## config.mk

```make
export PLATFORM = sky130hd
export DESIGN_NAME = icache_verify
export DESIGN_NICKNAME = d
export VERILOG_FILES = /design/src/source/icache_geom_pkg.sv /design/src/source/icache_msg_pkg.sv /design/src/source/icache_verify.sv
export VERILOG_INCLUDE_DIRS = /design/src /design/src/source
export SDC_FILE = /design/constraint.sdc
export NUM_CORES = 1
export LEC_CHECK = 0
export ABC_AREA = 1
export BUFFER_PORTS_ARGS = -buffer_cell sky130_fd_sc_hd__buf_4
export CORE_AREA = 2 2 191 193
export CTS_CLUSTER_DIAMETER = 30
export DETAILED_ROUTE_END_ITERATION = 8
export DIE_AREA = 0 0 193 195
export PLACE_DENSITY_LB_ADDON = 0.3
export SYNTH_ARGS = -nofsm -noshare
export SYNTH_HDL_FRONTEND = slang
export SYNTH_SLANG_ARGS = --single-unit
```

## constraint.sdc

```tcl
create_clock -name clk_i -period 62.8 [get_ports clk_i]
set_clock_uncertainty 0.05 [all_clocks]
set_input_delay 15.7 -clock clk_i [delete_from_list [all_inputs] [get_ports clk_i]]
set_output_delay 15.7 -clock clk_i [all_outputs]
set_load 0.05 [all_outputs]
```

## src/source/icache_defines.svh

```systemverilog
// geometry is fixed; index and block offset must fit in the page offset for VIPT lookup
`ifndef ICACHE_DEFINES_SVH
`define ICACHE_DEFINES_SVH

// cache shape
`define ICACHE_SETS 64
`define ICACHE_WAYS 4
`define ICACHE_DWORD_W 64
`define ICACHE_INSTR_W 32

// address widths
`define ICACHE_PADDR_W 32
`define ICACHE_VADDR_W 32
`define ICACHE_PAGE_OFF_W 12

// derived field widths, log2 values kept in step with the shape above
`define ICACHE_BYTE_OFF_W 3
`define ICACHE_WORD_OFF_W 2
`define ICACHE_INDEX_W 6
`define ICACHE_WAY_ID_W 2
`define ICACHE_BLOCK_OFF_W (`ICACHE_WORD_OFF_W + `ICACHE_BYTE_OFF_W)
`define ICACHE_TAG_W (`ICACHE_PADDR_W - `ICACHE_INDEX_W - `ICACHE_BLOCK_OFF_W)
`define ICACHE_VTAG_W (`ICACHE_VADDR_W - `ICACHE_INDEX_W - `ICACHE_BLOCK_OFF_W)
`define ICACHE_PTAG_W (`ICACHE_PADDR_W - `ICACHE_PAGE_OFF_W)

// array entries
`define ICACHE_COH_W 1
`define ICACHE_LRU_W (`ICACHE_WAYS - 1)
`define ICACHE_BANK_ADDR_W (`ICACHE_INDEX_W + `ICACHE_WORD_OFF_W)

`endif

```

## src/source/icache_geom_pkg.sv

```systemverilog
// address fields follow the fixed geometry; array commands carry one access per cycle
`default_nettype none
`include "icache_defines.svh"

package icache_geom_pkg;

  typedef logic [`ICACHE_INDEX_W-1:0] index_t;
  typedef logic [`ICACHE_WAY_ID_W-1:0] way_id_t;
  typedef logic [`ICACHE_LRU_W-1:0] lru_bits_t;
  typedef logic [`ICACHE_BANK_ADDR_W-1:0] bank_addr_t;

  typedef struct packed {
    logic [`ICACHE_TAG_W-1:0]      tag;
    index_t                        index;
    logic [`ICACHE_WORD_OFF_W-1:0] word_off;
    logic [`ICACHE_BYTE_OFF_W-1:0] byte_off;
  } paddr_t;

  typedef struct packed {
    logic [`ICACHE_VTAG_W-1:0]     tag;
    index_t                        index;
    logic [`ICACHE_WORD_OFF_W-1:0] word_off;
    logic [`ICACHE_BYTE_OFF_W-1:0] byte_off;
  } vaddr_t;

  typedef struct packed {
    logic [`ICACHE_COH_W-1:0] state;
    logic [`ICACHE_TAG_W-1:0] tag;
  } tag_entry_t;

  typedef tag_entry_t [`ICACHE_WAYS-1:0] tag_row_t;
  typedef logic [`ICACHE_WAYS-1:0][`ICACHE_DWORD_W-1:0] dword_row_t;

  // array ports, a read when w is low
  typedef struct packed {
    logic                    v;
    logic                    w;
    index_t                  index;
    logic [`ICACHE_WAYS-1:0] mask;
    tag_row_t                data;
  } tag_cmd_t;

  typedef struct packed {
    logic                          v;
    logic                          w;
    bank_addr_t [`ICACHE_WAYS-1:0] addr;
    dword_row_t                    data;
  } bank_cmd_t;

  typedef struct packed {
    logic      v;
    logic      w;
    index_t    index;
    lru_bits_t mask;
    lru_bits_t data;
  } lru_cmd_t;

endpackage

`default_nettype wire

```

## src/source/icache_msg_pkg.sv

```systemverilog
// messages toward the miss controller and fill packets from it; only two coherence states
`default_nettype none
`include "icache_defines.svh"

package icache_msg_pkg;

  typedef enum logic [`ICACHE_COH_W-1:0] {
    e_coh_invalid = 1'b0,
    e_coh_shared  = 1'b1
  } coh_state_e;

  typedef enum logic [1:0] {
    e_tag_clear_set  = 2'd0,
    e_tag_invalidate = 2'd1,
    e_tag_set_tag    = 2'd2
  } tag_op_e;

  typedef struct packed {
    icache_geom_pkg::paddr_t paddr;
  } miss_req_t;

  typedef struct packed {
    icache_geom_pkg::way_id_t way;
  } miss_meta_t;

  // block words in natural order, rotation happens at the banks
  typedef struct packed {
    icache_geom_pkg::index_t     index;
    icache_geom_pkg::way_id_t    way;
    icache_geom_pkg::dword_row_t block;
  } data_fill_t;

  typedef struct packed {
    tag_op_e                  op;
    icache_geom_pkg::index_t  index;
    icache_geom_pkg::way_id_t way;
    coh_state_e               state;
    logic [`ICACHE_TAG_W-1:0] tag;
  } tag_fill_t;

endpackage

`default_nettype wire

```

## src/source/icache_verify.sv

```systemverilog
// a miss seen while one is outstanding, or with miss_req_ready_i low, raises miss_o but no request
`default_nettype none
`include "icache_defines.svh"

module icache_verify (
  input  wire logic                        clk_i,
  input  wire logic                        reset_i,
  input  wire logic                        tl_v_i,
  input  wire icache_geom_pkg::vaddr_t     tl_vaddr_i,
  input  wire logic [`ICACHE_PTAG_W-1:0]   ptag_i,
  input  wire logic                        ptag_v_i,
  input  wire logic                        poison_i,
  input  wire icache_geom_pkg::tag_row_t   tag_row_i,
  input  wire icache_geom_pkg::dword_row_t bank_row_i,
  input  wire icache_geom_pkg::lru_bits_t  lru_rd_i,
  input  wire logic                        miss_req_ready_i,
  input  wire logic                        fill_done_i,
  output logic [`ICACHE_INSTR_W-1:0]       data_o,
  output logic                             data_v_o,
  output logic                             miss_o,
  output icache_msg_pkg::miss_req_t        miss_req_o,
  output logic                             miss_req_v_o,
  output icache_msg_pkg::miss_meta_t       miss_meta_o,
  output logic                             miss_meta_v_o,
  output logic                             fetch_ready_o,
  output icache_geom_pkg::lru_cmd_t        lru_cmd_o,
  output logic                             lru_busy_o
);

  logic                        tv_we;
  logic                        tv_v_r;
  icache_geom_pkg::paddr_t     tv_paddr_r;
  icache_geom_pkg::tag_row_t   tv_tag_r;
  icache_geom_pkg::dword_row_t tv_bank_r;
  logic [`ICACHE_WAYS-1:0]     hit_v;
  logic [`ICACHE_WAYS-1:0]     way_inv;
  logic                        hit;
  icache_geom_pkg::way_id_t    hit_way;
  icache_geom_pkg::way_id_t    inv_way;
  logic [`ICACHE_DWORD_W-1:0]  hit_dword;
  logic                        outstanding_r;
  logic                        meta_v_r;
  logic                        inv_exist_r;
  icache_geom_pkg::way_id_t    inv_way_r;
  icache_geom_pkg::way_id_t    lru_way;

  assign tv_we = tl_v_i & ptag_v_i & ~poison_i;

  always_ff @(posedge clk_i) begin
    if (reset_i) begin
      tv_v_r <= 1'b0;
    end else begin
      tv_v_r <= tv_we;
    end
  end

  always_ff @(posedge clk_i) begin
    if (tv_we) begin
      tv_paddr_r <= {ptag_i, tl_vaddr_i[`ICACHE_PAGE_OFF_W-1:0]};
      tv_tag_r   <= tag_row_i;
      tv_bank_r  <= bank_row_i;
    end
  end

  // lowest way wins for both hit and invalid
  always_comb begin
    hit_v   = '0;
    way_inv = '0;
    hit_way = '0;
    inv_way = '0;
    for (int i = `ICACHE_WAYS - 1; i >= 0; i--) begin
      way_inv[i] = (tv_tag_r[i].state == icache_msg_pkg::e_coh_invalid);
      hit_v[i]   = ~way_inv[i] & (tv_tag_r[i].tag == tv_paddr_r.tag);
      if (hit_v[i]) begin
        hit_way = `ICACHE_WAY_ID_W'(i);
      end
      if (way_inv[i]) begin
        inv_way = `ICACHE_WAY_ID_W'(i);
      end
    end
  end

  assign hit = |hit_v;

  assign hit_dword = tv_bank_r[hit_way ^ tv_paddr_r.word_off];
  assign data_o    = tv_paddr_r.byte_off[`ICACHE_BYTE_OFF_W-1]
                   ? hit_dword[2*`ICACHE_INSTR_W-1 -: `ICACHE_INSTR_W]
                   : hit_dword[`ICACHE_INSTR_W-1:0];
  assign data_v_o  = tv_v_r & hit;
  assign miss_o    = tv_v_r & ~hit;

  assign miss_req_v_o     = miss_o & miss_req_ready_i & ~outstanding_r;
  assign miss_req_o.paddr = tv_paddr_r;
  assign fetch_ready_o    = miss_req_ready_i & ~miss_req_v_o & ~outstanding_r;

  // read on miss for the victim, tree update on hit
  always_comb begin
    lru_cmd_o       = '0;
    lru_cmd_o.v     = tv_v_r;
    lru_cmd_o.w     = tv_v_r & hit;
    lru_cmd_o.index = tv_paddr_r.index;
    lru_cmd_o.mask  = {hit_way[1], ~hit_way[1], 1'b1};
    lru_cmd_o.data  = {~hit_way[0], ~hit_way[0], ~hit_way[1]};
  end

  assign lru_busy_o = tv_v_r;

  always_ff @(posedge clk_i) begin
    if (reset_i) begin
      meta_v_r      <= 1'b0;
      outstanding_r <= 1'b0;
    end else begin
      meta_v_r <= miss_req_v_o;
      if (miss_req_v_o) begin
        outstanding_r <= 1'b1;
      end else if (fill_done_i) begin
        outstanding_r <= 1'b0;
      end
    end
  end

  always_ff @(posedge clk_i) begin
    if (miss_req_v_o) begin
      inv_exist_r <= |way_inv;
      inv_way_r   <= inv_way;
    end
  end

  // root bit picks the half, then that half's node picks the way
  assign lru_way         = lru_rd_i[0] ? {1'b1, lru_rd_i[2]} : {1'b0, lru_rd_i[1]};
  assign miss_meta_o.way = inv_exist_r ? inv_way_r : lru_way;
  assign miss_meta_v_o   = meta_v_r;

  a_meta_after_req: assert property (@(posedge clk_i) disable iff (reset_i)
    miss_meta_v_o == $past(miss_req_v_o));

  a_one_req_per_fill: assert property (@(posedge clk_i) disable iff (reset_i)
    miss_req_v_o |=> !miss_req_v_o throughout fill_done_i [->1]);

endmodule

`default_nettype wire

```

==> qor.csv, run 1 <==
metric;value;unit
Synth cell types;31;
largest net degree at the start of global routing;157;
Crit path max-delay family;buffers and inverters;
Hold Worst Slack;0.457;ns
syn avg cell area;9.81;sq um
number of synthesis warnings;0;
initial core utilization;50.2;%
Max FO, Critical Path;4;
Final ANT Viol Nets;0;
Placement Cell Area;21500;sq um
PortBufs;470;
Peak VDD IR;0.0282;mV
Placeable Area;35400;sq um
Clock Latency Late Sink;0.59;ns
Cell Chain, Critical Path;buf_4 -> inv_1 -> nor2_1 -> nand2_1 -> inv_1 -> buf_4;
die span in y;195;microns
max-cap violations;0;
post-route cell area;24300;sq um
setup repair after global routing missed its margin;false;
CTS Buf Count;81;
sequential area share after synthesis;64.4;%
critical path launch point type;primary input;
number of antenna violations at the first check in global routing;4;
die area;37600;sq um
HP Class;register to register;
# setup viols final;0;
syn_nets;2216;
power per cell area;33.7;nW/um^2
Pre-Repair DR Iteration Count;5;
min Tclk post-route;32.13;ns
clk buf depth;3;
vias in the first global route;14800;
Vias;14400;
setup TNS;0;ns
Max-slew headroom;19.6;%
First DRT Iteration DRCs;1126;
total global routing overflow;0;
die extent in x;193;microns
Final WS setup;30.67;ns
worst path bufs/invs;4;
Area Overhead vs Synth;37.1;%
# fillers;2631;
Synth Cell Area;17800;sq um
fin crit share;51.2;%
cts hold-fix bufs;0;
Slew Limit Fails;0;
Root Driver;clkbuf_16;
Leak;0.0116;uW
Worst setup EP type;output port;
Hold Vio Cnt, Final;0;
DRC viols;0;
FP Rows;69;
Total Routed Length;55400;microns
Critical-path top delay cell;buf_4;
GPL Wtd Cong;0.921;
outcome;complete, no violations;
DP HPWL;38600;microns
share of cells above drive strength 1;27.8;%
Setup Crit Path Kind;primary input to output port;
post-CTS setup buffer count;0;
Cells after Synth;1810;
clk sinks;382;
number of synthesized register bits;382;
CTS tree;built;
slew at the pin closest to its max-slew limit;1.21;ns
GR Util All Layers;29.1;%
Max stage delay on crit path;0.23;ns
post_cts resized;0;
global-route wire length before repair;82100;microns
Routed WL per cell;19.6;microns
WP data arrival;16.38;ns
DR vias/cell;5.09;
worst slack at placement;30.68;ns
H-tree levels;3;
post-layout util;68.8;%
f_max;0.0311;GHz
final net count;2706;
Req. time, crit path;47.05;ns
Reg clk slew, reported paths;0.04;ns
I/O pin total;492;
through the flow:
stage | total power, uW | cells
finish | 820 | 2829
global route | 842 | 2829
CTS | 824 | 2827
detailed placement | 377 | 2678
global placement | 375 | 2678
floorplan | 349 | 1810
layout make-up:
cell class / instances / area [sq um] / share of cell area [%]
Antenna cell: 2 / 5.00 / 0.0206
Clock buffer: 94 / 2120 / 8.70
Clock inverter: 55 / 757 / 3.11
Inverter: 367 / 1380 / 5.66
Multi-Input combinational cell: 987 / 4450 / 18.3
Sequential cell: 382 / 11400 / 47.0
Tap cell: 461 / 577 / 2.37
Timing Repair Buffer: 481 / 3620 / 14.9
path summary, 6_finish.rpt:
check | from | endpoint | slack (ns) | cells past startpoint
worst min register to register | outstanding_r | outstanding_r | 0.46 | 2
worst max register to register | miss_req_o[12] | inv_way_r[1] | 60.16 | 13
worst min-delay path | outstanding_r | outstanding_r | 0.46 | 2
worst max-delay path | miss_req_ready_i | miss_req_v_o | 30.67 | 6
routing by layer:
metal  vias to the layer above  share of wire [%]  global-route usage, %
li1                       6833                  -                      -
met1                      6705                 37                   34.3
met2                       702                 49                   48.4
met3                       164                9.6                   7.85
met4                         4                4.8                   15.5
met5                         -              0.054                      0
tightest hold or removal path, cell delays in order, from the launching register on:
cell and delay (ns):
dfxtp_1 0.32, nand2_1 0.07, a21oi_1 0.07
cell usage after synthesis (all sizes together):
cell type | count | area share (%)
nand2 | 518 | 11
edfxtp | 379 | 64
inv | 367 | 7.8
nand3 | 307 | 9.3
nor2 | 89 | 1.9
buf | 65 | 2.7
nand4 | 24 | 0.85
o21ai | 12 | 0.34
clkbuf | 9 | 0.20
or2 | 7 | 0.25
xnor2 | 7 | 0.35
nor3 | 6 | 0.17
a21oi | 5 | 0.14
xor2 | 5 | 0.25
nand3b | 4 | 0.17
dfxtp | 3 | 0.34
and2 | 1 | 0.035
conb | 1 | 0.021
nor4 | 1 | 0.035
placed cells by master, fill, tap and decap left out, drive strengths merged:
master | synthesis | layout
clkinv | 0 | 25
buf | 65 | 481
clkbuf | 9 | 94
conb | 1 | 1
nor3 | 6 | 6
bufinv | 0 | 16
a21oi | 5 | 5
nand3 | 307 | 307
clkinvlp | 0 | 7
nor4 | 1 | 1
diode | 0 | 2
nor2 | 89 | 89
xor2 | 5 | 5
xnor2 | 7 | 7
edfxtp | 379 | 379
dfxtp | 3 | 3
nand2 | 518 | 518
or2 | 7 | 7
and2 | 1 | 1
nand4 | 24 | 24
o21ai | 12 | 12
inv | 367 | 374
nand3b | 4 | 4
kinds of logic after synthesis:
kind of cell	count (synthesis)	share of synthesized area (%)
AND/OR/NAND/NOR	957	23.8
buffers and inverters	441	10.7
flip-flops	382	64.4
AO/OA/AOI/OAI	17	0.479
XOR/XNOR	12	0.592
other	1	0.0211
registers in the layout, indices dropped and copies added (netlist names):
register	flops
miss_req_o	26
inv_exist_r	1
miss_meta_v_o	1
lru_busy_o	1
inv_way_r	2
outstanding_r	1
lru_cmd_o	6
tv_tag_r	88
tv_bank_r	256
report_power, final:
part	switching, uW	internal (uW)	leakage (uW)	total [uW]
logic	42.7	29.2	0.00670	71.9
registers	5.82	295	0.00350	301
clock network	139	308	0.00139	447
total	188	632	0.0116	820
(Power assumes the default switching activity.)
==> run 2: changes to the inputs <==
Settings changed: CORE_AREA 2 2 191 193 to 2 2 192 194, DIE_AREA 0 0 193 195 to 0 0 194 196.
Clock period 62.8 ns to 33 ns, I/O delays scaled along.
==> qor.csv, run 2 (synthesis gave the netlist of run 1 again) <==
metric;value;unit;change
setup repair after global routing missed its margin;false;;
share of cells above drive strength 1;28.2;%;+0.38 points
Largest Register;tv_bank_r;;
# setup viols final;0;;unchanged
cts hold-fix bufs;0;;unchanged
Reg clk slew, reported paths;0.05;ns;about the same
Tot Pwr;1600;uW;+95%
outcome;complete, no violations;;
Hold Vio Cnt, Final;0;;unchanged
CTS tree;built;;
Max stage delay on crit path;0.22;ns;about the same
slew at the pin closest to its max-slew limit;1.14;ns;-0.0666 ns
die span in y;196;microns;+0.51%
global-route wire length before repair;81900;microns;-0.20%
final net count;2710;;+0.15%
I/O pin total;492;;unchanged
H-tree levels;3;;unchanged
placed insts;2684;;+0.22%
number of antenna violations at the first check in global routing;3;;-1
Root Driver;clkbuf_16;;
f_max;0.0582;GHz;
clk sinks;382;;unchanged
Peak VDD IR;0.0593;mV;+110%
CTS Buf Count;86;;+6.2%
setup TNS;0;ns;unchanged
die extent in x;194;microns;+0.52%
critical path launch point type;primary input;;
Placeable Area;36100;sq um;+1.9%
post-CTS setup buffer count;0;;unchanged
Max-slew headroom;24.1;%;+4.4 points
die area;38000;sq um;+1.0%
Cell Chain, Critical Path;buf_4 -> inv_1 -> nor2_1 -> nand2_1 -> inv_1 -> buf_4;;
HP Class;register to register;;
GR Util All Layers;28.4;%;-0.66 points
vias in the first global route;14500;;-1.9%
Setup Crit Path Kind;primary input to output port;;
Pre-Repair DR Iteration Count;6;;+1
Routed WL per cell;19.2;microns;-1.9%
min Tclk post-route;17.19;ns;
DRC viols;0;;unchanged
Final ANT Viol Nets;0;;unchanged
Leak;0.0117;uW;+0.56%
power per cell area;65.1;nW/um^2;+93%
fin crit share;52.1;%;
First DRT Iteration DRCs;1148;;+2.0%
initial core utilization;49.2;%;-0.96 points
max reg flops;256;;unchanged
post_cts resized;0;;unchanged
DP HPWL;37700;microns;-2.3%
DR vias/cell;5.08;;-0.27%
worst slack at placement;15.81;ns;-14.87 ns
most common cell after layout, fill and taps aside;nand2_1;;
total global routing overflow;0;;unchanged
Critical-path top delay cell;buf_4;;
Slew Limit Fails;0;;unchanged
Total Routed Length;54600;microns;-1.4%
most frequent cells in the layout;nand2_1 (511), buf_4 (479), edfxtp_1 (379);;
max-cap violations;0;;unchanged
Final WS setup;15.81;ns;-14.86 ns
FP Rows;70;;+1.4%
largest net degree at the start of global routing;161;;+2.5%
Worst setup EP type;output port;;
Max FO, Critical Path;4;;unchanged
clk buf depth;3;;unchanged
Crit path max-delay family;buffers and inverters;;
PortBufs;470;;unchanged
WP data arrival;8.89;ns;-7.49 ns
final cell count without fillers;2844;;+0.53%
worst path bufs/invs;4;;unchanged
GPL Wtd Cong;0.907;;-1.5%
Req. time, crit path;24.70;ns;-22.35 ns
Area Overhead vs Synth;38.2;%;
Vias;14400;;+0.26%
post-layout util;68.0;%;-0.76 points
Clock Latency Late Sink;0.61;ns;+0.02 ns
## run 2: final timing paths
path | startpoint | endpoint | slack, ns | depth (start not counted)
max | miss_req_ready_i | miss_req_v_o | 15.81 | 6
min | outstanding_r | outstanding_r | 0.44 | 2
max reg2reg | miss_req_o[14] | inv_way_r[0] | 30.57 | 12
min reg2reg | outstanding_r | outstanding_r | 0.44 | 2
## run 2: where the power goes
part | switching [uW] | internal [uW]
clock network | 282 | 607
logic | 80.9 | 55.6
registers | 10.9 | 561
total | 374 | 1220
## run 2: layer usage
layer | vias to the layer above | part of all wire, % | GRT usage [%] | routed length, microns
met5 | - | 0 | 0 | 0
met4 | 0 | 3.6 | 12.7 | 1990
met3 | 113 | 9.5 | 6.62 | 5190
met2 | 724 | 49 | 47.5 | 26900
met1 | 6760 | 38 | 35.4 | 20500
li1 | 6849 | - | - | -
## run 2: area by class of cell
cell class / count / area, sq um
Timing Repair Buffer: 480 / 3620
Fill cell: 2642 / 11500
Sequential cell: 382 / 11400
Multi-Input combinational cell: 987 / 4450
Inverter: 367 / 1380
Tap cell: 468 / 586
Clock inverter: 65 / 847
Antenna cell: 3 / 7.51
Clock buffer: 92 / 2220
## run 2: per-stage QoR
stage / hold slack (ns) / area (sq um)
final: 0.438 / 24500
after global placement: 0.419 / 21500
after floorplan: 0.401 / 17800
after detailed placement: 0.431 / 21500
after global routing: 0.462 / 24500
after CTS: 0.441 / 24500
## run 2: tightest hold or removal path, stage by stage (launching register included)
cell     delay [ns]
dfxtp_1        0.32
nand2_1        0.07
a21oi_1        0.06
