==> config.mk <==
export PLATFORM = sky130hd
export DESIGN_NAME = icache_lookup
export DESIGN_NICKNAME = d
export VERILOG_FILES = /design/src/source/icache_geom_pkg.sv /design/src/source/icache_msg_pkg.sv /design/src/source/icache_lookup.sv
export VERILOG_INCLUDE_DIRS = /design/src /design/src/source
export SDC_FILE = /design/constraint.sdc
export NUM_CORES = 1
export LEC_CHECK = 0
export ABC_AREA = 1
export BUFFER_PORTS_ARGS = -buffer_cell sky130_fd_sc_hd__buf_2
export CORE_AREA = 2 2 302 304
export CTS_BUF_LIST = sky130_fd_sc_hd__clkbuf_4 sky130_fd_sc_hd__clkbuf_8
export DETAILED_ROUTE_END_ITERATION = 8
export DIE_AREA = 0 0 304 306
export GPL_TIMING_DRIVEN = 0
export PLACE_DENSITY_LB_ADDON = 0.25
export SETUP_SLACK_MARGIN = 0.02
export SLEW_MARGIN = 25
export SYNTH_ARGS = -nofsm -noshare
export SYNTH_HDL_FRONTEND = slang
export SYNTH_SLANG_ARGS = --single-unit
==> constraint.sdc <==
create_clock -name clk_i -period 4.4 [get_ports clk_i]
set_input_delay 0.44 -clock clk_i [delete_from_list [all_inputs] [get_ports clk_i]]
set_output_delay 0.44 -clock clk_i [all_outputs]
set_load 0.005 [all_outputs]
==> src/source/icache_defines.svh <==
// geometry is fixed; index and block offset must fit in the page offset for VIPT lookup
`ifndef ICACHE_DEFINES_SVH
`define ICACHE_DEFINES_SVH

// cache shape
`define ICACHE_SETS 64
`define ICACHE_WAYS 4
`define ICACHE_DWORD_W 64
`define ICACHE_INSTR_W 32

// address widths
`define ICACHE_PADDR_W 32
`define ICACHE_VADDR_W 32
`define ICACHE_PAGE_OFF_W 12

// derived field widths, log2 values kept in step with the shape above
`define ICACHE_BYTE_OFF_W 3
`define ICACHE_WORD_OFF_W 2
`define ICACHE_INDEX_W 6
`define ICACHE_WAY_ID_W 2
`define ICACHE_BLOCK_OFF_W (`ICACHE_WORD_OFF_W + `ICACHE_BYTE_OFF_W)
`define ICACHE_TAG_W (`ICACHE_PADDR_W - `ICACHE_INDEX_W - `ICACHE_BLOCK_OFF_W)
`define ICACHE_VTAG_W (`ICACHE_VADDR_W - `ICACHE_INDEX_W - `ICACHE_BLOCK_OFF_W)
`define ICACHE_PTAG_W (`ICACHE_PADDR_W - `ICACHE_PAGE_OFF_W)

// array entries
`define ICACHE_COH_W 1
`define ICACHE_LRU_W (`ICACHE_WAYS - 1)
`define ICACHE_BANK_ADDR_W (`ICACHE_INDEX_W + `ICACHE_WORD_OFF_W)

`endif

==> src/source/icache_geom_pkg.sv <==
// address fields follow the fixed geometry; array commands carry one access per cycle
`default_nettype none
`include "icache_defines.svh"

package icache_geom_pkg;

  typedef logic [`ICACHE_INDEX_W-1:0] index_t;
  typedef logic [`ICACHE_WAY_ID_W-1:0] way_id_t;
  typedef logic [`ICACHE_LRU_W-1:0] lru_bits_t;
  typedef logic [`ICACHE_BANK_ADDR_W-1:0] bank_addr_t;

  typedef struct packed {
    logic [`ICACHE_TAG_W-1:0]      tag;
    index_t                        index;
    logic [`ICACHE_WORD_OFF_W-1:0] word_off;
    logic [`ICACHE_BYTE_OFF_W-1:0] byte_off;
  } paddr_t;

  typedef struct packed {
    logic [`ICACHE_VTAG_W-1:0]     tag;
    index_t                        index;
    logic [`ICACHE_WORD_OFF_W-1:0] word_off;
    logic [`ICACHE_BYTE_OFF_W-1:0] byte_off;
  } vaddr_t;

  typedef struct packed {
    logic [`ICACHE_COH_W-1:0] state;
    logic [`ICACHE_TAG_W-1:0] tag;
  } tag_entry_t;

  typedef tag_entry_t [`ICACHE_WAYS-1:0] tag_row_t;
  typedef logic [`ICACHE_WAYS-1:0][`ICACHE_DWORD_W-1:0] dword_row_t;

  // array ports, a read when w is low
  typedef struct packed {
    logic                    v;
    logic                    w;
    index_t                  index;
    logic [`ICACHE_WAYS-1:0] mask;
    tag_row_t                data;
  } tag_cmd_t;

  typedef struct packed {
    logic                          v;
    logic                          w;
    bank_addr_t [`ICACHE_WAYS-1:0] addr;
    dword_row_t                    data;
  } bank_cmd_t;

  typedef struct packed {
    logic      v;
    logic      w;
    index_t    index;
    lru_bits_t mask;
    lru_bits_t data;
  } lru_cmd_t;

endpackage

`default_nettype wire

==> src/source/icache_msg_pkg.sv <==
// messages toward the miss controller and fill packets from it; only two coherence states
`default_nettype none
`include "icache_defines.svh"

package icache_msg_pkg;

  typedef enum logic [`ICACHE_COH_W-1:0] {
    e_coh_invalid = 1'b0,
    e_coh_shared  = 1'b1
  } coh_state_e;

  typedef enum logic [1:0] {
    e_tag_clear_set  = 2'd0,
    e_tag_invalidate = 2'd1,
    e_tag_set_tag    = 2'd2
  } tag_op_e;

  typedef struct packed {
    icache_geom_pkg::paddr_t paddr;
  } miss_req_t;

  typedef struct packed {
    icache_geom_pkg::way_id_t way;
  } miss_meta_t;

  // block words in natural order, rotation happens at the banks
  typedef struct packed {
    icache_geom_pkg::index_t     index;
    icache_geom_pkg::way_id_t    way;
    icache_geom_pkg::dword_row_t block;
  } data_fill_t;

  typedef struct packed {
    tag_op_e                  op;
    icache_geom_pkg::index_t  index;
    icache_geom_pkg::way_id_t way;
    coh_state_e               state;
    logic [`ICACHE_TAG_W-1:0] tag;
  } tag_fill_t;

endpackage

`default_nettype wire

==> src/source/icache_lookup.sv <==
// holds one deferred LRU clear; a second clear_set during a busy LRU port replaces it
`default_nettype none
`include "icache_defines.svh"

module icache_lookup (
  input  wire logic                         clk_i,
  input  wire logic                         reset_i,
  input  wire icache_geom_pkg::vaddr_t      vaddr_i,
  input  wire logic                         vaddr_v_i,
  input  wire logic                         fetch_ready_i,
  input  wire icache_msg_pkg::data_fill_t   data_fill_i,
  input  wire logic                         data_fill_v_i,
  input  wire icache_msg_pkg::tag_fill_t    tag_fill_i,
  input  wire logic                         tag_fill_v_i,
  input  wire logic                         lru_busy_i,
  output logic                              data_fill_ready_o,
  output logic                              tag_fill_ready_o,
  output logic                              tl_v_o,
  output icache_geom_pkg::vaddr_t           tl_vaddr_o,
  output icache_geom_pkg::tag_cmd_t         tag_cmd_o,
  output icache_geom_pkg::bank_cmd_t        bank_cmd_o,
  output icache_geom_pkg::lru_cmd_t         lru_clr_o
);

  logic                    fetch_accept;
  logic                    data_fill_fire;
  logic                    tag_fill_fire;
  logic                    clr_new;
  logic                    clr_defer;
  logic                    clr_pend_r;
  icache_geom_pkg::index_t clr_index_r;
  logic [`ICACHE_WAYS-1:0] way_onehot;

  assign fetch_accept      = vaddr_v_i & fetch_ready_i;
  assign data_fill_ready_o = ~fetch_accept;
  assign tag_fill_ready_o  = ~fetch_accept;
  assign data_fill_fire    = data_fill_v_i & ~fetch_accept;
  assign tag_fill_fire     = tag_fill_v_i & ~fetch_accept;

  always_ff @(posedge clk_i) begin
    if (reset_i) begin
      tl_v_o <= 1'b0;
    end else begin
      tl_v_o <= fetch_accept;
    end
  end

  always_ff @(posedge clk_i) begin
    if (fetch_accept) begin
      tl_vaddr_o <= vaddr_i;
    end
  end

  // fetch reads word_off of every bank, fills rotate words by way
  always_comb begin
    bank_cmd_o = '0;
    if (fetch_accept) begin
      bank_cmd_o.v = 1'b1;
      for (int b = 0; b < `ICACHE_WAYS; b++) begin
        bank_cmd_o.addr[b] = {vaddr_i.index, vaddr_i.word_off};
      end
    end else if (data_fill_fire) begin
      bank_cmd_o.v = 1'b1;
      bank_cmd_o.w = 1'b1;
      for (int b = 0; b < `ICACHE_WAYS; b++) begin
        bank_cmd_o.addr[b] = {data_fill_i.index, data_fill_i.way ^ `ICACHE_WAY_ID_W'(b)};
        bank_cmd_o.data[b] = data_fill_i.block[data_fill_i.way ^ `ICACHE_WAY_ID_W'(b)];
      end
    end
  end

  assign way_onehot = `ICACHE_WAYS'(1) << tag_fill_i.way;

  always_comb begin
    tag_cmd_o = '0;
    if (fetch_accept) begin
      tag_cmd_o.v     = 1'b1;
      tag_cmd_o.index = vaddr_i.index;
    end else if (tag_fill_fire) begin
      tag_cmd_o.v     = 1'b1;
      tag_cmd_o.w     = 1'b1;
      tag_cmd_o.index = tag_fill_i.index;
      case (tag_fill_i.op)
        icache_msg_pkg::e_tag_clear_set: tag_cmd_o.mask = '1;
        icache_msg_pkg::e_tag_invalidate: tag_cmd_o.mask = way_onehot;
        icache_msg_pkg::e_tag_set_tag: begin
          tag_cmd_o.mask = way_onehot;
          for (int i = 0; i < `ICACHE_WAYS; i++) begin
            tag_cmd_o.data[i] = {tag_fill_i.state, tag_fill_i.tag};
          end
        end
        default: tag_cmd_o = '0;
      endcase
    end
  end

  // lru clear waits for an idle verify stage
  assign clr_new   = tag_fill_fire & (tag_fill_i.op == icache_msg_pkg::e_tag_clear_set);
  assign clr_defer = clr_new & (lru_busy_i | clr_pend_r);

  always_comb begin
    lru_clr_o       = '0;
    lru_clr_o.v     = ~lru_busy_i & (clr_pend_r | clr_new);
    lru_clr_o.w     = 1'b1;
    lru_clr_o.index = clr_pend_r ? clr_index_r : tag_fill_i.index;
    lru_clr_o.mask  = '1;
  end

  always_ff @(posedge clk_i) begin
    if (reset_i) begin
      clr_pend_r <= 1'b0;
    end else if (clr_defer) begin
      clr_pend_r <= 1'b1;
    end else if (lru_clr_o.v) begin
      clr_pend_r <= 1'b0;
    end
  end

  always_ff @(posedge clk_i) begin
    if (clr_defer) begin
      clr_index_r <= tag_fill_i.index;
    end
  end

  a_fetch_blocks_fill: assert property (@(posedge clk_i) disable iff (reset_i)
    fetch_accept |-> !bank_cmd_o.w && !tag_cmd_o.w);

endmodule

`default_nettype wire

==> impl_metrics.json, run 1 <==
{
  "status": "finished clean",
  "cp.required_ns": 3.96,
  "cts_max_level": 2,
  "hold_depth": 1,
  "whs_ns": 0.300,
  "cts_hold_buf": 0,
  "min_to": "tl_vaddr_o[31]$_DFFE_PP_",
  "drive_above_1_share_pct": 37.2,
  "swShare_pct": 49.1,
  "port-buffer-count": 764,
  "numCtsBuffers": 5,
  "slowest_delay_ns": 0.65,
  "hold_start": "vaddr_i[31]",
  "fmax_mhz": 303,
  "post_cts_resized": 0,
  "clkSinkCount": 40,
  "timing.final.crit_share_pct": 75.0,
  "postSynthCellCount": 1954,
  "final_common_cell": "nand2_1",
  "crit_path_end_kind": "output port",
  "pre_cts_ws_ns": 0.975,
  "fin_skew_ns": 0.000897,
  "grt_pass1_wl_um": 115000,
  "ios": 774,
  "period_needed_ns": 3.30,
  "combPwrFrac_pct": 66.0,
  "syn_to_final_growth_pct": 57.7,
  "start_kind": "input pin",
  "path_cells": "buf_2 > nand2_4 > inv_2 > nor2_1 > nand2_1 > buf_2 > nor2_1 > buf_4 > buf_2",
  "start_util_pct": 10.6,
  "vias": 15444,
  "r2r_slack_ns": 3.08,
  "ys_ff_latch": 40,
  "drt-wirelength-per-cell_um": 21.4,
  "die_y_um": 306,
  "leakage_nw": 9.84,
  "routed_via_density": 3.94,
  "slew_viol_final": 0,
  "synth.area.top_cells": "nand2_1 52%, nand3_1 14%, edfxtp_1 12%",
  "rr_worst_depth": 2,
  "dr.pass1.iters": 5,
  "crit_top_cell": "buf_2",
  "crit_arrival_ns": 2.86,
  "fin_setup_tns_ns": 0,
  "core_um2": 89600,
  "power.share.clock_pct": 14.0,
  "setup_ws_ns": 1.10,
  "maxCapViolCount": 0,
  "final_util_pct": 16.6,
  "syn_avg_cell_area_um2": 4.84,
  "grt_setup_unrepaired": "no",
  "cp_max_fo": 40,
  "synth_top_area_cell": "nand2_1",
  "cts_root_buf": "clkbuf_8",
  "r2r_end": "clr_index_r[3]$_DFFE_PP_",
  "ys_seq_area_share_pct": 12.5,
  "setup_viol": 0,
  "cts_buffer_depth": 2,
  "clkTransAtPathRegs_ns": 0.09,
  "grt_max_degree": 41,
  "gp_congestion": 0.872,
  "worstMarginPinSlew_ns": 0.921,
  "die_w_um": 304,
  "synth.distinct_cells": 22,
  "p_switching_w": 0.00109,
  "cts_tree": "done",
  "finalNetCount": 3068,
  "ys_warn_count": 0,
  "yosysTopAreaCellShare_pct": 52.0,
  "post_cts_buffers": 0,
  "ant_nets": 0,
  "antenna_found_initial": 21,
  "grt_usage_pct": 17.1,
  "grt_overflow_total": 0,
  "max-slew-margin-rel_pct": 38.6,
  "fillers": 10802,
  "p_per_area_nw_per_um2": 149,
  "insertion_delay_ns": 0.30,
  "rows": 110,
  "drtIter0Drc": 1144,
  "seqPwrFrac_pct": 20.0,
  "layout_common_cells": "1309 x nand2_1, 848 x buf_2, 261 x nand3_1",
  "hold_viol": 0,
  "hold_class": "input pin to register",
  "critPathKind": "input pin to output port",
  "intPower_w": 0.00113,
  "crit_slowest_cell": "nor2_1",
  "syn-cell-area_um2": 9460,
  "grt_pass1_vias": 15010,
  "dieArea_um2": 93000,
  "routed_wl_um": 84000,
  "regToRegStartpoint": "clr_pend_r$_SDFFE_PP0P_",
  "ir_worst_vdd_v": 0.000117,
  "drcViolationCount": 0,
  "dp_hpwl_um": 70400
}
[metrics by stage]
| step | cells | area (um2) | power, W |
|---|---|---|---|
| after floorplan | 1959 | 9480 | 0.00112 |
| after global placement | 3899 | 14800 | 0.00195 |
| after detailed placement | 3899 | 14800 | 0.00194 |
| after CTS | 3907 | 14900 | 0.00226 |
| after global routing | 3912 | 14900 | 0.00241 |
| final | 3917 | 14900 | 0.00223 |
[synth_stat cells]
| cell type | count |
|---|---|
| nand2_1 | 1309 |
| nand3_1 | 261 |
| buf_4 | 146 |
| buf_2 | 84 |
| inv_1 | 40 |
| edfxtp_1 | 38 |
| nor2_1 | 28 |
| o21ai_0 | 9 |
| a21oi_1 | 5 |
| clkbuf_1 | 5 |
| o21ai_1 | 4 |
| buf_1 | 3 |
| buf_6 | 3 |
| ha_1 | 3 |
| inv_2 | 3 |
| o22ai_1 | 3 |
| clkbuf_4 | 2 |
| conb_1 | 2 |
| dfxtp_1 | 2 |
| nand2_4 | 2 |
| nor2_4 | 1 |
| or2_2 | 1 |
[metal layers]
layer  vias to the layer above  track usage (%)  part of all wire (%)
met5                         -                0                 0.081
met4                        10             3.79                   2.5
met3                        95             3.55                   6.6
met2                       692             31.6                    50
met1                      7171             20.2                    41
li1                       7476                -                     -
[critical path: cells and delay by family]
family / cells / cell delay, ns
buffers and inverters: 5 / 1.12
AND/OR/NAND/NOR: 4 / 1.24
[sequential cells by signal, indices dropped and copies added, names as in the netlist]
signal and cells:
clr_pend_r 1, tl_vaddr_o 32, clr_index_r 6, tl_v_o 1
[final cells by class]
| cell class | instances | area [um2] | area share, % |
|---|---|---|---|
| inverter | 43 | 161 | 1.08 |
| sequential | 40 | 1180 | 7.92 |
| antenna | 10 | 25.0 | 0.168 |
| multi-input combinational | 1633 | 6540 | 43.8 |
| timing repair buffer | 764 | 3820 | 25.6 |
| tap | 1176 | 1470 | 9.87 |
| clock inverter | 3 | 42.5 | 0.285 |
| buffer | 243 | 1600 | 10.7 |
| clock buffer | 5 | 68.8 | 0.462 |
[power groups by stage]
stage / combinational (W) / clock, W / sequential (W)
CTS: 0.00150 / 0.000321 / 0.000445
global route: 0.00162 / 0.000341 / 0.000447
detailed placement: 0.00149 / 0 / 0.000454
floorplan: 0.000662 / 0 / 0.000458
global placement: 0.00149 / 0 / 0.000453
finish: 0.00147 / 0.000312 / 0.000445
[worst max-delay path by stage]
stage,depth (start not counted),startpoint,slack [ns],endpoint
after floorplan,7,vaddr_v_i,2.35,tag_cmd_o[24]
after global placement,9,fetch_ready_i,0.98,tag_cmd_o[85]
after detailed placement,9,fetch_ready_i,0.98,tag_cmd_o[85]
after CTS,9,fetch_ready_i,0.96,tag_cmd_o[85]
after global routing,9,fetch_ready_i,0.94,tag_cmd_o[85]
final,9,fetch_ready_i,1.10,tag_cmd_o[85]
[cell families after synthesis]
| group | count (synthesis) | share of synthesized area, % |
|---|---|---|
| AND/OR/NAND/NOR | 1602 | 67.3 |
| buffers and inverters | 286 | 18.6 |
| flip-flops | 40 | 12.5 |
| AO/OA/AOI/OAI | 21 | 1.15 |
| adder cells (fa/ha/maj) | 3 | 0.397 |
| other | 2 | 0.0794 |
(Power assumes the default switching activity.)
==> run 2: changes to the inputs <==
--- a/config.mk
+++ b/config.mk
@@ -6,12 +6,12 @@
 export SDC_FILE = /design/constraint.sdc
 export NUM_CORES = 1
 export LEC_CHECK = 0
-export ABC_AREA = 1
+export ABC_AREA = 0
 export BUFFER_PORTS_ARGS = -buffer_cell sky130_fd_sc_hd__buf_2
-export CORE_AREA = 2 2 302 304
+export CORE_AREA = 2 2 303 305
 export CTS_BUF_LIST = sky130_fd_sc_hd__clkbuf_4 sky130_fd_sc_hd__clkbuf_8
 export DETAILED_ROUTE_END_ITERATION = 8
-export DIE_AREA = 0 0 304 306
+export DIE_AREA = 0 0 305 307
 export GPL_TIMING_DRIVEN = 0
 export PLACE_DENSITY_LB_ADDON = 0.25
 export SETUP_SLACK_MARGIN = 0.02
==> constraint.sdc (replaced) <==
create_clock -name clk_i -period 2.9 [get_ports clk_i]
set_input_delay 0.29 -clock clk_i [delete_from_list [all_inputs] [get_ports clk_i]]
set_output_delay 0.29 -clock clk_i [all_outputs]
set_load 0.005 [all_outputs]
==> run 2 against run 1 <==
Effect of this change: die area is 0.66% higher; worst setup slack worse by 0.96 ns; non-clock buffer count is 54 lower; critical path type unchanged; via count is 33% lower.
==> impl_metrics.json, run 2 <==
{
  "cts_buffer_depth": 2,
  "worstMarginPinSlew_ns": 0.774,
  "r2r_slack_ns": 1.30,
  "period_needed_ns": 2.76,
  "setup_ws_ns": 0.142,
  "syn_to_final_growth_pct": 69.9,
  "setup_viol": 0,
  "routed_wl_um": 63600,
  "fin_skew_ns": 0.00394,
  "whs_ns": 0.114,
  "dp_hpwl_um": 52800,
  "final_cells": 2794,
  "hold_viol": 0,
  "port-buffer-count": 765,
  "final_common_cell": "buf_2",
  "path_cells": "buf_2 > buf_6 > buf_2 > mux2i_1 > o22ai_1 > buf_2",
  "largest_register_ffs": 32,
  "maxCapViolCount": 0,
  "crit_arrival_ns": 2.47,
  "postSynthCellCount": 823,
  "grt_pass1_vias": 10567,
  "synth.distinct_cells": 26,
  "finalNetCount": 1938,
  "cts_tree": "done",
  "core_um2": 90700,
  "synth_top_area_cell": "mux2i_1",
  "slew_viol_final": 0,
  "layout_common_cells": "818 x buf_2, 256 x mux2i_1, 157 x o22ai_1",
  "start_kind": "input pin",
  "regMostFlops": "tl_vaddr_o",
  "cts_hold_buf": 0,
  "synth_edf_count": 38,
  "status": "finished clean",
  "fillers": 10521,
  "drive_above_1_share_pct": 66.6,
  "dieArea_um2": 93600,
  "start_util_pct": 8.63,
  "die_w_um": 305,
  "timing.final.crit_share_pct": 95.1,
  "hold_class": "input pin to register",
  "rows": 111,
  "p_per_area_nw_per_um2": 244,
  "top_regs": "tl_vaddr_o (32), clr_index_r (6)",
  "pre_cts_ws_ns": 0.0353,
  "insertion_delay_ns": 0.33,
  "cts_root_buf": "clkbuf_8",
  "leakage_nw": 7.08,
  "post_cts_buffers": 0,
  "post-place-cells": 2779,
  "grt_setup_unrepaired": "no",
  "max-slew-margin-rel_pct": 48.4,
  "synth.area.top_cells": "mux2i_1 33%, o22ai_2 16%, edfxtp_1 15%",
  "clkSinkCount": 40,
  "ys_seq_area_share_pct": 15.1,
  "final_util_pct": 14.7,
  "clkTransAtPathRegs_ns": 0.11,
  "critPathKind": "input pin to output port",
  "syn-cell-area_um2": 7830,
  "cp_max_fo": 10,
  "post_cts_resized": 0,
  "vias": 10338,
  "grt_overflow_total": 0,
  "yosys-top-cells-count": "256 x mux2i_1, 157 x o22ai_1, 110 x buf_4, 100 x o22ai_2, 54 x buf_2",
  "ant_nets": 0,
  "grt_usage_pct": 12.7,
  "antenna_found_initial": 12,
  "fin_setup_tns_ns": 0,
  "cp.required_ns": 2.61,
  "grt_pass1_wl_um": 83700,
  "fmax_mhz": 363,
  "routed_via_density": 3.70,
  "slowest_delay_ns": 0.70,
  "crit_top_cell": "buf_2",
  "yosysMostFrequentCell": "mux2i_1",
  "crit_path_end_kind": "output port",
  "drtIter0Drc": 475,
  "syn_avg_cell_area_um2": 9.51,
  "drcViolationCount": 0,
  "cts_max_level": 2,
  "die_y_um": 307,
  "yosysTopAreaCellShare_pct": 32.7,
  "ios": 774,
  "drt-wirelength-per-cell_um": 22.7,
  "grt_max_degree": 42,
  "crit_slowest_cell": "mux2i_1",
  "ys_ff_latch": 40,
  "numCtsBuffers": 5,
  "synthFlopType": "edfxtp_1",
  "gp_congestion": 0.805,
  "ys_async_sr_fraction_pct": 0,
  "ir_worst_vdd_v": 0.000170,
  "ys_warn_count": 0,
  "dr.pass1.iters": 5
}
==> run 2: cell count changes in the layout (fill, tap and decap cells not counted), moves of 34 or more <==
cell / delta
inv_1: -34
nand2_1: -1302
buf_4: -35
mux2i_1: +256
nand3_1: -261
o22ai_1: +154
o22ai_2: +100
==> run 2: worst max-delay path, delay by kind of cell <==
family	cells	cell delay (ns)
buf+inv	4	1.20
compound gates	1	0.22
mux	1	0.70
==> run 2: layout make-up <==
| cell class | count | area, um2 | area share (%) |
|---|---|---|---|
| inverters | 7 | 28.8 | 0.216 |
| well taps | 1186 | 1480 | 11.2 |
| flip-flops and latches | 40 | 1180 | 8.88 |
| clock buffers | 5 | 68.8 | 0.518 |
| clock inverters | 3 | 42.5 | 0.320 |
| plain buffers | 188 | 1310 | 9.88 |
| multi-input cells | 593 | 5330 | 40.1 |
| repair buffers | 765 | 3830 | 28.8 |
| diodes | 7 | 17.5 | 0.132 |
==> run 2: path summary, 6_finish.rpt <==
check                               start                        to  cells after the start
setup / recovery         data_fill_i[256]            bank_cmd_o[74]                      6
hold / removal                vaddr_i[23]  tl_vaddr_o[23]$_DFFE_PP_                      1
setup reg to reg  clr_pend_r$_SDFFE_PP0P_  clr_index_r[5]$_DFFE_PP_                      2
hold reg to reg   clr_pend_r$_SDFFE_PP0P_   clr_pend_r$_SDFFE_PP0P_                      3
==> run 2: metal layers <==
layer,global-route usage (%),up-vias,routed length [um]
met4,3.99,2,1860
li1,-,4733,-
met3,2.36,79,3880
met1,15.3,4968,26500
met2,22.5,556,31300
met5,0,-,11
==> run 2: cell families after synthesis <==
| group | Yosys count | share of synthesized area (%) |
|---|---|---|
| compound gates | 277 | 30.6 |
| mux | 262 | 33.6 |
| buf+inv | 195 | 17.1 |
| simple gates | 44 | 3.12 |
| flops | 40 | 15.1 |
| fa+ha+maj | 3 | 0.480 |
| other cells | 2 | 0.0959 |
==> run 2: per-stage QoR <==
stage	cell area (um2)	total power, W
after detailed placement	13200	0.00275
after global routing	13300	0.00343
after floorplan	7850	0.00167
after global placement	13200	0.00275
final	13300	0.00324
after CTS	13300	0.00331
==> run 2: where the power goes <==
part	internal [W]	switching, W
registers	0.000668	0.00000733
clock network	0.000256	0.000273
logic	0.000882	0.00115
==> run 3: changes to the inputs <==
--- a/config.mk
+++ b/config.mk
@@ -7,11 +7,11 @@
 export NUM_CORES = 1
 export LEC_CHECK = 0
 export ABC_AREA = 0
-export BUFFER_PORTS_ARGS = -buffer_cell sky130_fd_sc_hd__buf_2
-export CORE_AREA = 2 2 303 305
+export CORE_AREA = 2 2 298 300
 export CTS_BUF_LIST = sky130_fd_sc_hd__clkbuf_4 sky130_fd_sc_hd__clkbuf_8
 export DETAILED_ROUTE_END_ITERATION = 8
-export DIE_AREA = 0 0 305 307
+export DIE_AREA = 0 0 300 302
+export DONT_BUFFER_PORTS = 1
 export GPL_TIMING_DRIVEN = 0
 export PLACE_DENSITY_LB_ADDON = 0.25
 export SETUP_SLACK_MARGIN = 0.02
==> run 3 against run 2 <==
Effect of this change: design area is 29% lower; largest cell class unchanged; utilization is 3.9 points lower; non-clock buffer count is 765 lower; wire length is 6.1% lower; clock-buffer cell count stayed put; sequential power is 2% higher; combinational power is 30% lower; maximum frequency is 13% higher; hold slack worse by 0.057 ns; sequential share of layout area is 3.6 points higher; power is 20% lower.
==> impl_metrics.json, run 3 (synthesized netlist as in run 2, its figures left out) <==
{
  "drive_above_1_share_pct": 35.9,
  "post-place-cells": 1993,
  "core_um2": 87600,
  "cts_root_buf": "clkbuf_8",
  "final_area_um2": 9450,
  "cts_tree": "done",
  "critPathKind": "input pin to output port",
  "drcViolationCount": 0,
  "regToRegStartpoint": "clr_pend_r$_SDFFE_PP0P_",
  "fin_setup_tns_ns": 0,
  "gp_congestion": 0.886,
  "status": "finished clean",
  "critPathBufInv": 4,
  "final_cells": 2011,
  "post_cts_buffers": 0,
  "crit_slowest_cell": "buf_2",
  "dr.pass1.iters": 5,
  "crit_path_end_kind": "output port",
  "grt_max_degree": 42,
  "grt_setup_unrepaired": "no",
  "crit_arrival_ns": 2.16,
  "grt_overflow_total": 0,
  "syn_to_final_growth_pct": 20.7,
  "cts_max_level": 2,
  "dieArea_um2": 90600,
  "path_cells": "nand2_2 > nand2_2 > inv_4 > nand2_2 > buf_2 > buf_2 > nand2_1 > buf_4",
  "startpoint": "vaddr_v_i",
  "crit_top_cell": "nand2_2",
  "numCtsBuffers": 5,
  "hold_start": "reset_i",
  "top_regs": "tl_vaddr_o (32), clr_index_r (6)",
  "cp.required_ns": 2.61,
  "maxCapViolCount": 0,
  "slew_viol_final": 0,
  "grt_usage_pct": 12.1,
  "leakage_nw": 3.62,
  "cts_buffer_depth": 2,
  "finalNetCount": 1173,
  "cts_hold_buf": 0,
  "drt-wirelength-per-cell_um": 29.7,
  "clkTransAtPathRegs_ns": 0.10,
  "dp_hpwl_um": 49700,
  "start_kind": "input pin",
  "grt_pass1_wl_um": 75000,
  "die_y_um": 302,
  "ir_worst_vdd_v": 0.000240,
  "grt_pass1_vias": 8011,
  "rows": 109,
  "regMostFlops": "tl_vaddr_o",
  "worstMarginPinSlew_ns": 0.782,
  "placed_area_um2": 9310,
  "largest_register_ffs": 32,
  "max-slew-margin-rel_pct": 46.4,
  "p_per_area_nw_per_um2": 274,
  "hold_viol": 0,
  "antenna_found_initial": 19,
  "fmax_mhz": 408,
  "slowest_delay_ns": 0.53,
  "fin_skew_ns": 0.0163,
  "start_util_pct": 8.94,
  "layout_common_cells": "256 x mux2i_1, 157 x o22ai_1, 110 x buf_4",
  "drtIter0Drc": 627,
  "setup_viol": 0,
  "vias": 7990,
  "hold_class": "input pin to register",
  "critPathTopFamily": "buffers and inverters",
  "ios": 774,
  "period_needed_ns": 2.45,
  "cp_max_fo": 10,
  "routed_wl_um": 59700,
  "insertion_delay_ns": 0.30,
  "final_common_cell": "mux2i_1",
  "ant_nets": 0,
  "clkSinkCount": 40,
  "die_w_um": 300,
  "routed_via_density": 3.97,
  "timing.final.crit_share_pct": 84.4,
  "port-buffer-count": 0
}
==> run 3: area by class of cell <==
type / count / area, um2
plain buffers: 188 / 1310
diodes: 10 / 25.0
clock buffers: 5 / 68.8
fillers: 10143 / 78100
inverters: 7 / 28.8
well taps: 1165 / 1460
flip-flops and latches: 40 / 1180
clock inverters: 3 / 42.5
multi-input cells: 593 / 5330
==> run 3: timing repair <==
item,in CTS,in global routing
setup endpoints to repair,0,1
gates resized for setup,0,1
hold endpoints to repair,0,0
==> run 3: layer usage <==
layer | part of all wire (%) | wire, um | track usage (%)
met1 | 36 | 21400 | 13.3
met2 | 50 | 29900 | 21.7
met3 | 8.6 | 5140 | 2.76
met4 | 5.4 | 3240 | 6.26
met5 | 0 | 0 | 0
==> run 3: worst paths after layout <==
path / end / slack, ns / depth (start not counted)
worst max-delay path: bank_cmd_o[265] / 0.45 / 8
worst min-delay path: tl_v_o$_SDFF_PP0_ / 0.06 / 1
worst max register to register: clr_index_r[2]$_DFFE_PP_ / 1.37 / 2
worst min register to register: clr_pend_r$_SDFFE_PP0P_ / 0.79 / 3
==> run 3: through the flow <==
step / hold slack, ns / setup slack [ns] / utilization [%] / power (W)
2_1_floorplan: 0.362 / 0.997 / - / 0.00167
6_report: 0.0563 / 0.452 / 10.8 / 0.00259
4_1_cts: 0.0398 / 0.215 / 10.8 / 0.00261
5_1_grt: 0.0419 / 0.240 / 10.8 / 0.00269
3_5_place_dp: 0.376 / 0.186 / 10.6 / 0.00213
3_3_place_gp: 0.370 / 0.233 / 10.6 / 0.00212
==> run 3: power by group <==
group          switching, W  leakage (nW)  total (W)  internal, W
clock network      0.000216        0.0542   0.000471     0.000255
registers         0.0000210         0.371   0.000691     0.000670
logic              0.000932          3.20    0.00142     0.000492
total               0.00117          3.62    0.00259      0.00142
